**config.mk**
```make
export PLATFORM = sky130hd
export DESIGN_NAME = afu_port_guard
export DESIGN_NICKNAME = d
export VERILOG_FILES = /design/src/verilog/afu_guard_pkg.sv /design/src/verilog/afu_guard_ifs.sv /design/src/verilog/tlp_hdr_decode.sv /design/src/verilog/tlp_rule_checker.sv /design/src/verilog/tx_traffic_gate.sv /design/src/verilog/err_csr_axil.sv /design/src/verilog/afu_port_guard.sv
export VERILOG_INCLUDE_DIRS = /design/src /design/src/include
export SDC_FILE = /design/constraint.sdc
export NUM_CORES = 1
export LEC_CHECK = 0
export BUFFER_PORTS_ARGS = -buffer_cell sky130_fd_sc_hd__buf_2
export CAP_MARGIN = 20
export CELL_PAD_IN_SITES_DETAIL_PLACEMENT = 1
export CELL_PAD_IN_SITES_GLOBAL_PLACEMENT = 2
export CORE_ASPECT_RATIO = 0.6
export CORE_UTILIZATION = 29
export DETAILED_ROUTE_END_ITERATION = 7
export PLACE_DENSITY_LB_ADDON = 0.1
export SETUP_SLACK_MARGIN = 0.3
export SLEW_MARGIN = 10
export SYNTH_ARGS = -nofsm -noshare
export SYNTH_HDL_FRONTEND = slang
export SYNTH_SLANG_ARGS = --single-unit
export TNS_END_PERCENT = 10
```
**constraint.sdc**
```tcl
create_clock -name clk -period 9.45 [get_ports clk]
set_input_delay 1.4175 -clock clk [delete_from_list [all_inputs] [get_ports clk]]
set_output_delay 1.4175 -clock clk [all_outputs]
set_load 0.01 [all_outputs]
```
**src/include/afu_guard_settings.svh**
```systemverilog
// ========================================
// Widths, size limits and CSR offsets of the AFU port guard
// Stream width is fixed to one 64-bit header per first beat
// Size limits are in bytes
// ========================================
`ifndef AFU_GUARD_SETTINGS_SVH
`define AFU_GUARD_SETTINGS_SVH

`define AFG_DATA_W             64
`define AFG_KEEP_W             8
`define AFG_LEN_W              12
`define AFG_BEAT_BYTES_W       ($clog2(`AFG_KEEP_W + 1))

// Payload limits
`define AFG_MAX_PLD_BYTES      256
`define AFG_MAX_RD_REQ_BYTES   512

// AXI4-Lite CSR port
`define AFG_AXIL_ADDR_W        8
`define AFG_AXIL_DATA_W        32
`define AFG_CSR_ERR_STATUS     8'h00
`define AFG_CSR_DROP_COUNT     8'h04

`endif

```
**src/verilog/afu_guard_pkg.sv**
```systemverilog
// ========================================
// Types shared by the AFU port guard
// Header sits in tdata[63:0] of the first beat
// Length field is in bytes, not DWords
// ========================================
`default_nettype none

`include "afu_guard_settings.svh"

package afu_guard_pkg;

   // Legal format/type codes on the transmit path
   typedef enum logic [7:0] {
      FMT_MRD  = 8'h20,
      FMT_MWR  = 8'h60,
      FMT_CPLD = 8'h4A
   } tlp_fmt_e;

   // First beat of every packet, top bits first
   typedef struct packed {
      logic [7:0]            fmt_type;   // Raw, may be illegal
      logic [`AFG_LEN_W-1:0] length;     // Bytes
      logic [7:0]            tag;
      logic [3:0]            rsvd;
      logic [31:0]           addr;
   } tlp_hdr_t;

   // Rule violations, bit 4 down to bit 0
   typedef struct packed {
      logic malformed;
      logic max_payload;
      logic max_rd_req;
      logic insufficient_data;
      logic payload_overrun;
   } err_vec_t;

endpackage

`default_nettype wire

```
**src/verilog/afu_guard_ifs.sv**
```systemverilog
// ========================================
// Internal interfaces of the AFU port guard
// tx_stream_if is the AFU side of the gate
// tlp_beat_if carries registered beat info
// ========================================
`timescale 1ns/1ps
`default_nettype none

`include "afu_guard_settings.svh"

interface tx_stream_if;
   logic                   tvalid;
   logic                   tready;
   logic                   tlast;
   logic [`AFG_DATA_W-1:0] tdata;
   logic [`AFG_KEEP_W-1:0] tkeep;

   modport gate (
      input  tvalid, tlast, tdata, tkeep,
      output tready
   );

   // Passive tap, sees the handshake
   modport monitor (
      input tvalid, tready, tlast, tdata, tkeep
   );
endinterface

interface tlp_beat_if;
   import afu_guard_pkg::*;

   logic                        beat_valid;
   logic                        sop;
   logic                        eop;
   tlp_hdr_t                    hdr;          // Valid with sop
   logic                        fmt_known;    // Valid with sop
   logic [`AFG_BEAT_BYTES_W-1:0] data_bytes;  // Zero on the header beat

   modport driver (
      output beat_valid, sop, eop, hdr, fmt_known, data_bytes
   );

   modport receiver (
      input beat_valid, sop, eop, hdr, fmt_known, data_bytes
   );
endinterface

`default_nettype wire

```
**src/verilog/tlp_hdr_decode.sv**
```systemverilog
// ========================================
// Registers every accepted transmit beat
// beat_valid trails the handshake by one cycle
// Data beats are assumed to hold contiguous low bytes
// ========================================
`timescale 1ns/1ps
`default_nettype none

`include "afu_guard_settings.svh"

module tlp_hdr_decode (
   input  wire logic         clk,
   input  wire logic         rst_n,
   tx_stream_if.monitor      i_tx,
   tlp_beat_if.driver        o_beat
);
   import afu_guard_pkg::*;

   logic                         in_pkt;
   logic                         xfer;
   logic                         sop_now;
   logic                         eop_now;
   tlp_hdr_t                     hdr_now;
   logic [`AFG_BEAT_BYTES_W-1:0] keep_cnt;

   assign xfer    = i_tx.tvalid & i_tx.tready;
   assign sop_now = xfer & ~in_pkt;    // First beat after idle or EOP
   assign eop_now = xfer & i_tx.tlast;
   assign hdr_now = tlp_hdr_t'(i_tx.tdata);

   // Byte count of the beat
   always_comb begin
      keep_cnt = '0;
      for (int i = 0; i < `AFG_KEEP_W; i++) begin
         keep_cnt = keep_cnt + i_tx.tkeep[i];
      end
   end

   always_ff @(posedge clk) begin
      if (!rst_n) begin
         in_pkt <= 1'b0;
      end else if (xfer) begin
         in_pkt <= ~i_tx.tlast;
      end
   end

   always_ff @(posedge clk) begin
      if (!rst_n) begin
         o_beat.beat_valid <= 1'b0;
         o_beat.sop        <= 1'b0;
         o_beat.eop        <= 1'b0;
      end else begin
         o_beat.beat_valid <= xfer;
         o_beat.sop        <= sop_now;
         o_beat.eop        <= eop_now;
      end
   end

   always_ff @(posedge clk) begin
      if (sop_now) begin
         o_beat.hdr       <= hdr_now;
         o_beat.fmt_known <= hdr_now.fmt_type inside {FMT_MRD, FMT_MWR, FMT_CPLD};
      end
      if (xfer) begin
         // Header beat carries no payload
         o_beat.data_bytes <= sop_now ? '0 : keep_cnt;
      end
   end

endmodule

`default_nettype wire

```
**src/verilog/tlp_rule_checker.sv**
```systemverilog
// ========================================
// Five transmit rules, one pulse per violation
// Header rules at SOP, data rules at EOP
// Malformed packets skip all other rules
// ========================================
`timescale 1ns/1ps
`default_nettype none

`include "afu_guard_settings.svh"

module tlp_rule_checker (
   input  wire logic                  clk,
   input  wire logic                  rst_n,
   tlp_beat_if.receiver               i_beat,
   output afu_guard_pkg::err_vec_t    o_err_set
);
   import afu_guard_pkg::*;

   // One spare bit so a long packet saturates past any legal length
   localparam int CNT_W = `AFG_LEN_W + 1;

   logic [7:0]            pkt_fmt;
   logic [`AFG_LEN_W-1:0] pkt_len;
   logic                  pkt_bad;
   logic [CNT_W-1:0]      byte_cnt;

   logic [7:0]            fmt;
   logic [`AFG_LEN_W-1:0] len;
   logic                  bad;
   logic [CNT_W-1:0]      base;
   logic [CNT_W:0]        sum;
   logic [CNT_W-1:0]      bytes_now;
   logic                  is_mrd;
   logic                  has_data;
   logic                  hdr_chk;
   logic                  end_chk;
   err_vec_t              err_d;

   always_comb begin
      // Header of the current packet, fresh on SOP, held otherwise
      fmt  = i_beat.sop ? i_beat.hdr.fmt_type : pkt_fmt;
      len  = i_beat.sop ? i_beat.hdr.length : pkt_len;
      bad  = i_beat.sop ? ~i_beat.fmt_known : pkt_bad;
      base = i_beat.sop ? '0 : byte_cnt;

      sum       = base + i_beat.data_bytes;
      bytes_now = sum[CNT_W] ? '1 : sum[CNT_W-1:0];

      is_mrd   = (fmt == FMT_MRD);
      has_data = (fmt == FMT_MWR) || (fmt == FMT_CPLD);
      hdr_chk  = i_beat.beat_valid & i_beat.sop;
      end_chk  = i_beat.beat_valid & i_beat.eop & ~bad;

      err_d.malformed   = hdr_chk & bad;
      err_d.max_payload = hdr_chk & ~bad & has_data &
                          ((len == '0) || (len > `AFG_MAX_PLD_BYTES));
      err_d.max_rd_req  = hdr_chk & ~bad & is_mrd & (len > `AFG_MAX_RD_REQ_BYTES);

      err_d.insufficient_data = end_chk & has_data & (bytes_now < len);
      // For a read, an EOP that is not the header means data beats followed
      err_d.payload_overrun   = end_chk & ((has_data & (bytes_now > len)) |
                                           (is_mrd & ~i_beat.sop));
   end

   always_ff @(posedge clk) begin
      if (i_beat.beat_valid) begin
         pkt_fmt  <= fmt;
         pkt_len  <= len;
         pkt_bad  <= bad;
         byte_cnt <= bytes_now;
      end
   end

   always_ff @(posedge clk) begin
      if (!rst_n) begin
         o_err_set <= '0;
      end else begin
         o_err_set <= err_d;   // Single-cycle pulses
      end
   end

endmodule

`default_nettype wire

```
**src/verilog/tx_traffic_gate.sv**
```systemverilog
// ========================================
// Forwards or drops whole transmit packets
// Decision taken once per packet, at its SOP
// Dropped beats are accepted and never reach the host
// ========================================
`timescale 1ns/1ps
`default_nettype none

`include "afu_guard_settings.svh"

module tx_traffic_gate (
   input  wire logic                   clk,
   input  wire logic                   rst_n,
   tx_stream_if.gate                   i_tx,
   output logic                        o_host_tvalid,
   input  wire logic                   i_host_tready,
   output logic                        o_host_tlast,
   output logic [`AFG_DATA_W-1:0]      o_host_tdata,
   output logic [`AFG_KEEP_W-1:0]      o_host_tkeep,
   input  wire logic                   i_block,
   output logic                        o_drop_pulse
);

   logic in_pkt;     // Beats of a packet already accepted
   logic dec_hold;   // SOP presented but stalled, decision kept
   logic drop_pkt;
   logic drop_now;
   logic xfer;

   // Keep the decision stable while a stalled SOP waits
   assign drop_now = (in_pkt | dec_hold) ? drop_pkt : i_block;

   assign o_host_tvalid = i_tx.tvalid & ~drop_now;
   assign o_host_tlast  = i_tx.tlast;
   assign o_host_tdata  = i_tx.tdata;
   assign o_host_tkeep  = i_tx.tkeep;
   assign i_tx.tready   = drop_now | i_host_tready;   // Sink dropped beats

   assign xfer         = i_tx.tvalid & i_tx.tready;
   assign o_drop_pulse = xfer & ~in_pkt & drop_now;

   always_ff @(posedge clk) begin
      if (!rst_n) begin
         in_pkt   <= 1'b0;
         dec_hold <= 1'b0;
         drop_pkt <= 1'b0;
      end else begin
         if (xfer) begin
            in_pkt <= ~i_tx.tlast;
         end
         if (!in_pkt && i_tx.tvalid) begin
            drop_pkt <= drop_now;
            dec_hold <= ~i_tx.tready;
         end
      end
   end

endmodule

`default_nettype wire

```
**src/verilog/err_csr_axil.sv**
```systemverilog
// ========================================
// AXI4-Lite slave with sticky error bits
// ERR_STATUS is write-1-to-clear, set wins
// DROP_COUNT is read-only and wraps
// Single outstanding read and write, always OKAY
// ========================================
`timescale 1ns/1ps
`default_nettype none

`include "afu_guard_settings.svh"

module err_csr_axil (
   input  wire logic                        clk,
   input  wire logic                        rst_n,
   input  wire logic                        i_s_awvalid,
   output logic                             o_s_awready,
   input  wire logic [`AFG_AXIL_ADDR_W-1:0] i_s_awaddr,
   input  wire logic                        i_s_wvalid,
   output logic                             o_s_wready,
   input  wire logic [`AFG_AXIL_DATA_W-1:0] i_s_wdata,
   output logic                             o_s_bvalid,
   input  wire logic                        i_s_bready,
   output logic [1:0]                       o_s_bresp,
   input  wire logic                        i_s_arvalid,
   output logic                             o_s_arready,
   input  wire logic [`AFG_AXIL_ADDR_W-1:0] i_s_araddr,
   output logic                             o_s_rvalid,
   input  wire logic                        i_s_rready,
   output logic [`AFG_AXIL_DATA_W-1:0]      o_s_rdata,
   output logic [1:0]                       o_s_rresp,
   input  wire afu_guard_pkg::err_vec_t     i_err_set,
   input  wire logic                        i_drop_pulse,
   output logic                             o_blocking
);

   localparam int ERR_W = $bits(i_err_set);

   logic [ERR_W-1:0]            err_q;
   logic [ERR_W-1:0]            err_clr;
   logic [31:0]                 drop_cnt;
   logic                        wr_en;
   logic                        rd_en;
   logic [`AFG_AXIL_DATA_W-1:0] rd_data;

   // Address and data accepted together
   assign wr_en       = i_s_awvalid & i_s_wvalid & ~o_s_bvalid;
   assign o_s_awready = wr_en;
   assign o_s_wready  = wr_en;
   assign o_s_bresp   = 2'b00;

   assign rd_en       = i_s_arvalid & ~o_s_rvalid;
   assign o_s_arready = rd_en;
   assign o_s_rresp   = 2'b00;

   assign err_clr = (wr_en && (i_s_awaddr == `AFG_CSR_ERR_STATUS)) ?
                    i_s_wdata[ERR_W-1:0] : '0;

   assign o_blocking = |err_q;

   always_comb begin
      case (i_s_araddr)
         `AFG_CSR_ERR_STATUS: rd_data = {{(`AFG_AXIL_DATA_W-ERR_W){1'b0}}, err_q};
         `AFG_CSR_DROP_COUNT: rd_data = drop_cnt;
         default:             rd_data = '0;   // Unmapped
      endcase
   end

   always_ff @(posedge clk) begin
      if (!rst_n) begin
         err_q    <= '0;
         drop_cnt <= '0;
      end else begin
         err_q <= (err_q & ~err_clr) | i_err_set;   // New errors beat the clear
         if (i_drop_pulse) begin
            drop_cnt <= drop_cnt + 32'd1;
         end
      end
   end

   // Write response
   always_ff @(posedge clk) begin
      if (!rst_n) begin
         o_s_bvalid <= 1'b0;
      end else if (wr_en) begin
         o_s_bvalid <= 1'b1;
      end else if (i_s_bready) begin
         o_s_bvalid <= 1'b0;
      end
   end

   // Read response
   always_ff @(posedge clk) begin
      if (!rst_n) begin
         o_s_rvalid <= 1'b0;
      end else if (rd_en) begin
         o_s_rvalid <= 1'b1;
      end else if (i_s_rready) begin
         o_s_rvalid <= 1'b0;
      end
   end

   always_ff @(posedge clk) begin
      if (rd_en) begin
         o_s_rdata <= rd_data;
      end
   end

endmodule

`default_nettype wire

```
**src/verilog/afu_port_guard.sv**
```systemverilog
// ========================================
// Guard between an AFU and a PCIe host port
// Receive path is a straight pass-through
// Transmit blocks three cycles after a rule hit
// ========================================
`timescale 1ns/1ps
`default_nettype none

`include "afu_guard_settings.svh"

module afu_port_guard (
   input  wire logic                        clk,
   input  wire logic                        rst_n,
   // AFU to host
   input  wire logic                        i_afu_tvalid,
   output logic                             o_afu_tready,
   input  wire logic                        i_afu_tlast,
   input  wire logic [`AFG_DATA_W-1:0]      i_afu_tdata,
   input  wire logic [`AFG_KEEP_W-1:0]      i_afu_tkeep,
   output logic                             o_host_tvalid,
   input  wire logic                        i_host_tready,
   output logic                             o_host_tlast,
   output logic [`AFG_DATA_W-1:0]           o_host_tdata,
   output logic [`AFG_KEEP_W-1:0]           o_host_tkeep,
   // Host to AFU
   input  wire logic                        i_hrx_tvalid,
   output logic                             o_hrx_tready,
   input  wire logic                        i_hrx_tlast,
   input  wire logic [`AFG_DATA_W-1:0]      i_hrx_tdata,
   input  wire logic [`AFG_KEEP_W-1:0]      i_hrx_tkeep,
   output logic                             o_arx_tvalid,
   input  wire logic                        i_arx_tready,
   output logic                             o_arx_tlast,
   output logic [`AFG_DATA_W-1:0]           o_arx_tdata,
   output logic [`AFG_KEEP_W-1:0]           o_arx_tkeep,
   // CSR port
   input  wire logic                        i_s_awvalid,
   output logic                             o_s_awready,
   input  wire logic [`AFG_AXIL_ADDR_W-1:0] i_s_awaddr,
   input  wire logic                        i_s_wvalid,
   output logic                             o_s_wready,
   input  wire logic [`AFG_AXIL_DATA_W-1:0] i_s_wdata,
   output logic                             o_s_bvalid,
   input  wire logic                        i_s_bready,
   output logic [1:0]                       o_s_bresp,
   input  wire logic                        i_s_arvalid,
   output logic                             o_s_arready,
   input  wire logic [`AFG_AXIL_ADDR_W-1:0] i_s_araddr,
   output logic                             o_s_rvalid,
   input  wire logic                        i_s_rready,
   output logic [`AFG_AXIL_DATA_W-1:0]      o_s_rdata,
   output logic [1:0]                       o_s_rresp,
   output logic                             o_blocking
);
   import afu_guard_pkg::*;

   err_vec_t err_set;
   logic     drop_pulse;

   tx_stream_if tx_if ();
   tlp_beat_if  beat_if ();

   // Receive path untouched
   assign o_arx_tvalid = i_hrx_tvalid;
   assign o_arx_tlast  = i_hrx_tlast;
   assign o_arx_tdata  = i_hrx_tdata;
   assign o_arx_tkeep  = i_hrx_tkeep;
   assign o_hrx_tready = i_arx_tready;

   assign tx_if.tvalid = i_afu_tvalid;
   assign tx_if.tlast  = i_afu_tlast;
   assign tx_if.tdata  = i_afu_tdata;
   assign tx_if.tkeep  = i_afu_tkeep;
   assign o_afu_tready = tx_if.tready;

   tx_traffic_gate u_gate (
      .clk           (clk),
      .rst_n         (rst_n),
      .i_tx          (tx_if.gate),
      .o_host_tvalid (o_host_tvalid),
      .i_host_tready (i_host_tready),
      .o_host_tlast  (o_host_tlast),
      .o_host_tdata  (o_host_tdata),
      .o_host_tkeep  (o_host_tkeep),
      .i_block       (o_blocking),
      .o_drop_pulse  (drop_pulse)
   );

   tlp_hdr_decode u_decode (
      .clk    (clk),
      .rst_n  (rst_n),
      .i_tx   (tx_if.monitor),
      .o_beat (beat_if.driver)
   );

   tlp_rule_checker u_checker (
      .clk       (clk),
      .rst_n     (rst_n),
      .i_beat    (beat_if.receiver),
      .o_err_set (err_set)
   );

   err_csr_axil u_csr (
      .clk          (clk),
      .rst_n        (rst_n),
      .i_s_awvalid  (i_s_awvalid),
      .o_s_awready  (o_s_awready),
      .i_s_awaddr   (i_s_awaddr),
      .i_s_wvalid   (i_s_wvalid),
      .o_s_wready   (o_s_wready),
      .i_s_wdata    (i_s_wdata),
      .o_s_bvalid   (o_s_bvalid),
      .i_s_bready   (i_s_bready),
      .o_s_bresp    (o_s_bresp),
      .i_s_arvalid  (i_s_arvalid),
      .o_s_arready  (o_s_arready),
      .i_s_araddr   (i_s_araddr),
      .o_s_rvalid   (o_s_rvalid),
      .i_s_rready   (i_s_rready),
      .o_s_rdata    (o_s_rdata),
      .o_s_rresp    (o_s_rresp),
      .i_err_set    (err_set),
      .i_drop_pulse (drop_pulse),
      .o_blocking   (o_blocking)
   );

endmodule

`default_nettype wire

```
==> summary.md <==
| Metric | Value |
|---|---|
| Critical Path Sink Type | register |
| Post-synthesis cell count | 705 |
| RSZ-0062 raised after global routing | no |
| Die H | approximately 130 um |
| Port-buffer cells | approximately 130 |
| Library cells used by synthesis | between 50 and 60 |
| Clk buf depth | 2 |
| CP peak stage delay | 0.82 ns |
| Final Cell Area | slightly above 8000 um2 |
| DR iter-0 viols | between 200 and 250 |
| Clock Tree Root | clkbuf_16 |
| Sw frac | between 20 and 25% |
| Max FO, Critical Path | 40 |
| Post-Route WL | around 22 mm |
| Status | completed |
| Gate power share | between 10% and 20% |
| Final setup margin | about 5.2 ns |
| Placed Area | about 7500 um2 |
| RD Place Congestion | 0.7791 |
| DRC Markers | 0 |
| Fin crit share | 44.80% |
| Synth top area cells | edfxtp_1 (36%), buf_4 (15%), dfxtp_1 (13%) |
| Hold Path Class | reg2reg |
| Vias | between 4,000 and 5,000 |
| Synthesized area per cell | approximately 11 um2 |
| Largest net degree at the start of global routing | 48 |
| Clock transition at the registers of the reported paths | around 0.060 ns |
| Critical path type | reg2reg |
| Grt ovf | 0 |
| Overall Global Routing Usage | between 10% and 20% |
| Async SR Flop Fraction | 0% |
| Endpoints failing setup | 0 |
| Post-CTS setup repair buffer count | 0 |
| Std-Cell Rows | 45 |
| P_int | between 1 and 1.5 mW |
| Pre-Repair DR Iteration Count | 4 |
| CTS-repair resized insts | 0 |
| Worst r2r src | u_decode.o_beat.sop$_SDFF_PN0_ |
| Final Hold Fails | 0 |
| Final TNS setup | 0 ns |
| Min Tclk post-route | ~4.2 ns |
| First-pass GRT wire length | ~32 mm |
| Register bit total from synthesis | about 140 |
| DIE WIDTH | about 210 um |
| Syn-to-layout area delta | 5.946% |
| Source of the worst hold timing path | u_checker.o_err_set[2]$_SDFF_PN0_ |
| Core box area | 25,560 um2 |
| Reg power frac | between 40 and 50% |
| CP startpoint | u_decode.o_beat.sop$_SDFF_PN0_ |
| CTS tree | built |
| Final net count | 920 |
| P_sw | about 0.37 mW |
| Clock group share of total power | between 40% and 50% |
| Max Clock Skew | just under 0.008 ns |
| Startpoint Class | register |
| Crit path required time | slightly below 10 ns |
| DRT antenna net count | 0 |
| Main synth FF type | edfxtp_1 |
| Num CTS Buffers | 17 |
| DR WL/cell | between 20 and 25 um |
| Worst-Margin Slew | 0.8731 ns |
| Vias in the first global route | 4,996 |
| Worst-case vdd ir drop | 116.1 uV |
| Critical path's slowest cell | or4_1 |
| Clk Latency, worst-skew pair | about 0.42 ns |
| Initial antenna violation count | 0 |
| Pre-CTS setup slack | ~5.2 ns |
| Post-Syn Area | 7639 um2 |
| CTS Sinks | about 140 |
| H-tree levels | 4 |
| Post-synthesis sequential area ratio | between 40% and 50% |
| Synth area leader | edfxtp_1 |
| Max Clk Rate | roughly 240 MHz |
| Relative slew margins | a little over two fifths |
| Hold WS | 0.4664 ns |
| Initial Utilization | 29.88% |
| Hold_buf cts | 0 |
| Max-cap viol count | 0 |
| Detailed placement HPWL | about 17 mm |
| DR vias/cell | between 4 and 5 |
| DIE AREA | ~27,000 um2 |
| Max-slew violations | 0 |
| I/O Pins | 397 |
| Synth Warn # | 0 |
| Worst Path Arrival | around 4.5 ns |
| Number of synthesized flops with an enable pin | roughly 90 |
| Power density of the placed cells | between 150 and 200 nW/um2 |
| ANT cells | 0 |
| CP cell instances | buf_4 > nor2b_1 > ha_1 > a21o_1 > a31oi_1 > or4_1 > o21ai_0 > ha_1 > a21oi_1 > nor2_1 > o31a_1 > o21ai_0 > nand4_1 > a21o_1 |
| Yosys top cell area share | between 30% and 40% |
| Leak pwr | between 3 and 4 nW |
| Layout cells sized above 1 | roughly 25% |
[logic make-up (layout without fill, tap and decap cells)]
kind of cell	Yosys count	in the layout	synth area share (%)
flip-flops	141	141	48.88
XOR/XNOR	39	39	4.472
multiplexers	26	26	3.554
buffers and inverters	202	197	17.61
AO/OA/AOI/OAI	54	54	4.996
other	1	4	0.04909
AND/OR/NAND/NOR	217	217	15.86
adder cells (fa/ha/maj)	25	25	4.586
[layout by cell type (no fill, tap or decap), drive strengths merged, types with 17 or more instances in the layout]
cell type / synthesis / layout
buf: 158 / 131
edfxtp: 91 / 91
and2: 52 / 52
dfxtp: 50 / 50
inv: 34 / 34
nand2: 30 / 30
nor2: 29 / 29
xnor2: 27 / 27
clkbuf: 10 / 25
ha: 20 / 20
nor2b: 20 / 20
mux2i: 17 / 17
nor3: 17 / 17
[power groups by stage]
stage	clock network (mW)	logic, mW	registers [mW]
after floorplan	0	0.162	0.717
after global routing	0.674	0.197	0.704
after CTS	0.650	0.177	0.702
after detailed placement	0	0.175	0.714
final	0.625	0.174	0.701
after global placement	0	0.171	0.713
[sequential cells by signal, indices dropped and copies added, names as in the netlist, 4 cells and up]
register	cells
u_decode.o_beat.hdr	20
u_checker.pkt_len	12
u_checker.pkt_fmt	8
u_csr.o_s_rdata	32
u_csr.err_q	5
u_decode.o_beat.data_bytes	4
u_checker.o_err_set	5
u_csr.drop_cnt	32
u_checker.byte_cnt	13
[layout make-up]
type / instances / area (um2)
Fill cell: 2902 / 17470
Inverter: 34 / 127.6
Clock inverter: 7 / 37.54
Sequential cell: 141 / 3734
Multi-Input combinational cell: 365 / 2581
Tap cell: 352 / 440.4
Timing Repair Buffer: 131 / 665.6
Clock buffer: 25 / 506.7
[per-layer routing]
layer,share of wire (%),up-vias,global-route usage [%]
met2,43,218,24.75
met1,44,2245,21.17
met3,10,54,6.908
met5,0,-,0.5445
met4,3.1,0,7.076
li1,-,2236,-
[worst paths after layout]
kind	end	slack, ns	depth (start not counted)
hold / removal	u_csr.err_q[2]$_SDFF_PN0_	0.47	2
setup / recovery	u_checker.o_err_set[0]$_SDFF_PN0_	5.22	14
setup reg to reg	u_checker.o_err_set[0]$_SDFF_PN0_	5.22	14
hold reg to reg	u_csr.err_q[2]$_SDFF_PN0_	0.47	2
[worst max-delay path, delay by kind of cell (launching register included)]
kind	cells	cell delay, ns
AOI/OAI and AO/OA	7	1.50
and+or+nand+nor	4	1.22
adders and majority gates	2	0.63
buffers and inverters	1	0.47
DFF	1	0.31
[metrics by stage]
stage / std cells / utilization, % / power, mW
5_1_grt: 1055 / 31.66 / 1.575
6_report: 1055 / 31.66 / 1.500
3_3_place_gp: 1023 / 29.53 / 0.8844
2_1_floorplan: 708 / - / 0.8786
4_1_cts: 1055 / 31.66 / 1.529
3_5_place_dp: 1023 / 29.53 / 0.8898
[Yosys cell counts (2+ instances only)]
library cell and number:
a311oi_1 2, edfxtp_1 91, buf_2 4, nor2b_1 20, dfxtp_1 50, buf_4 153, o21ai_0 7, nor3_1 17
nand4b_1 2, a21boi_0 2, nor2_1 28, xnor2_1 27, a21o_1 5, a21oi_1 16, xor2_1 12, or4_1 4
inv_1 34, a31oi_1 2, nand4_1 16, o211a_1 2, fa_1 5, and2_1 52, and4_1 6, o21a_1 5
nor4_1 6, clkbuf_1 10, ha_1 20, or3_1 2, o31ai_1 2, nand2b_1 6, nand3_1 13, nand2_1 30
mux2i_1 17, and3_1 7, or2_2 2, mux2_2 9
No activity file was read; power rests on OpenSTA's default activity.
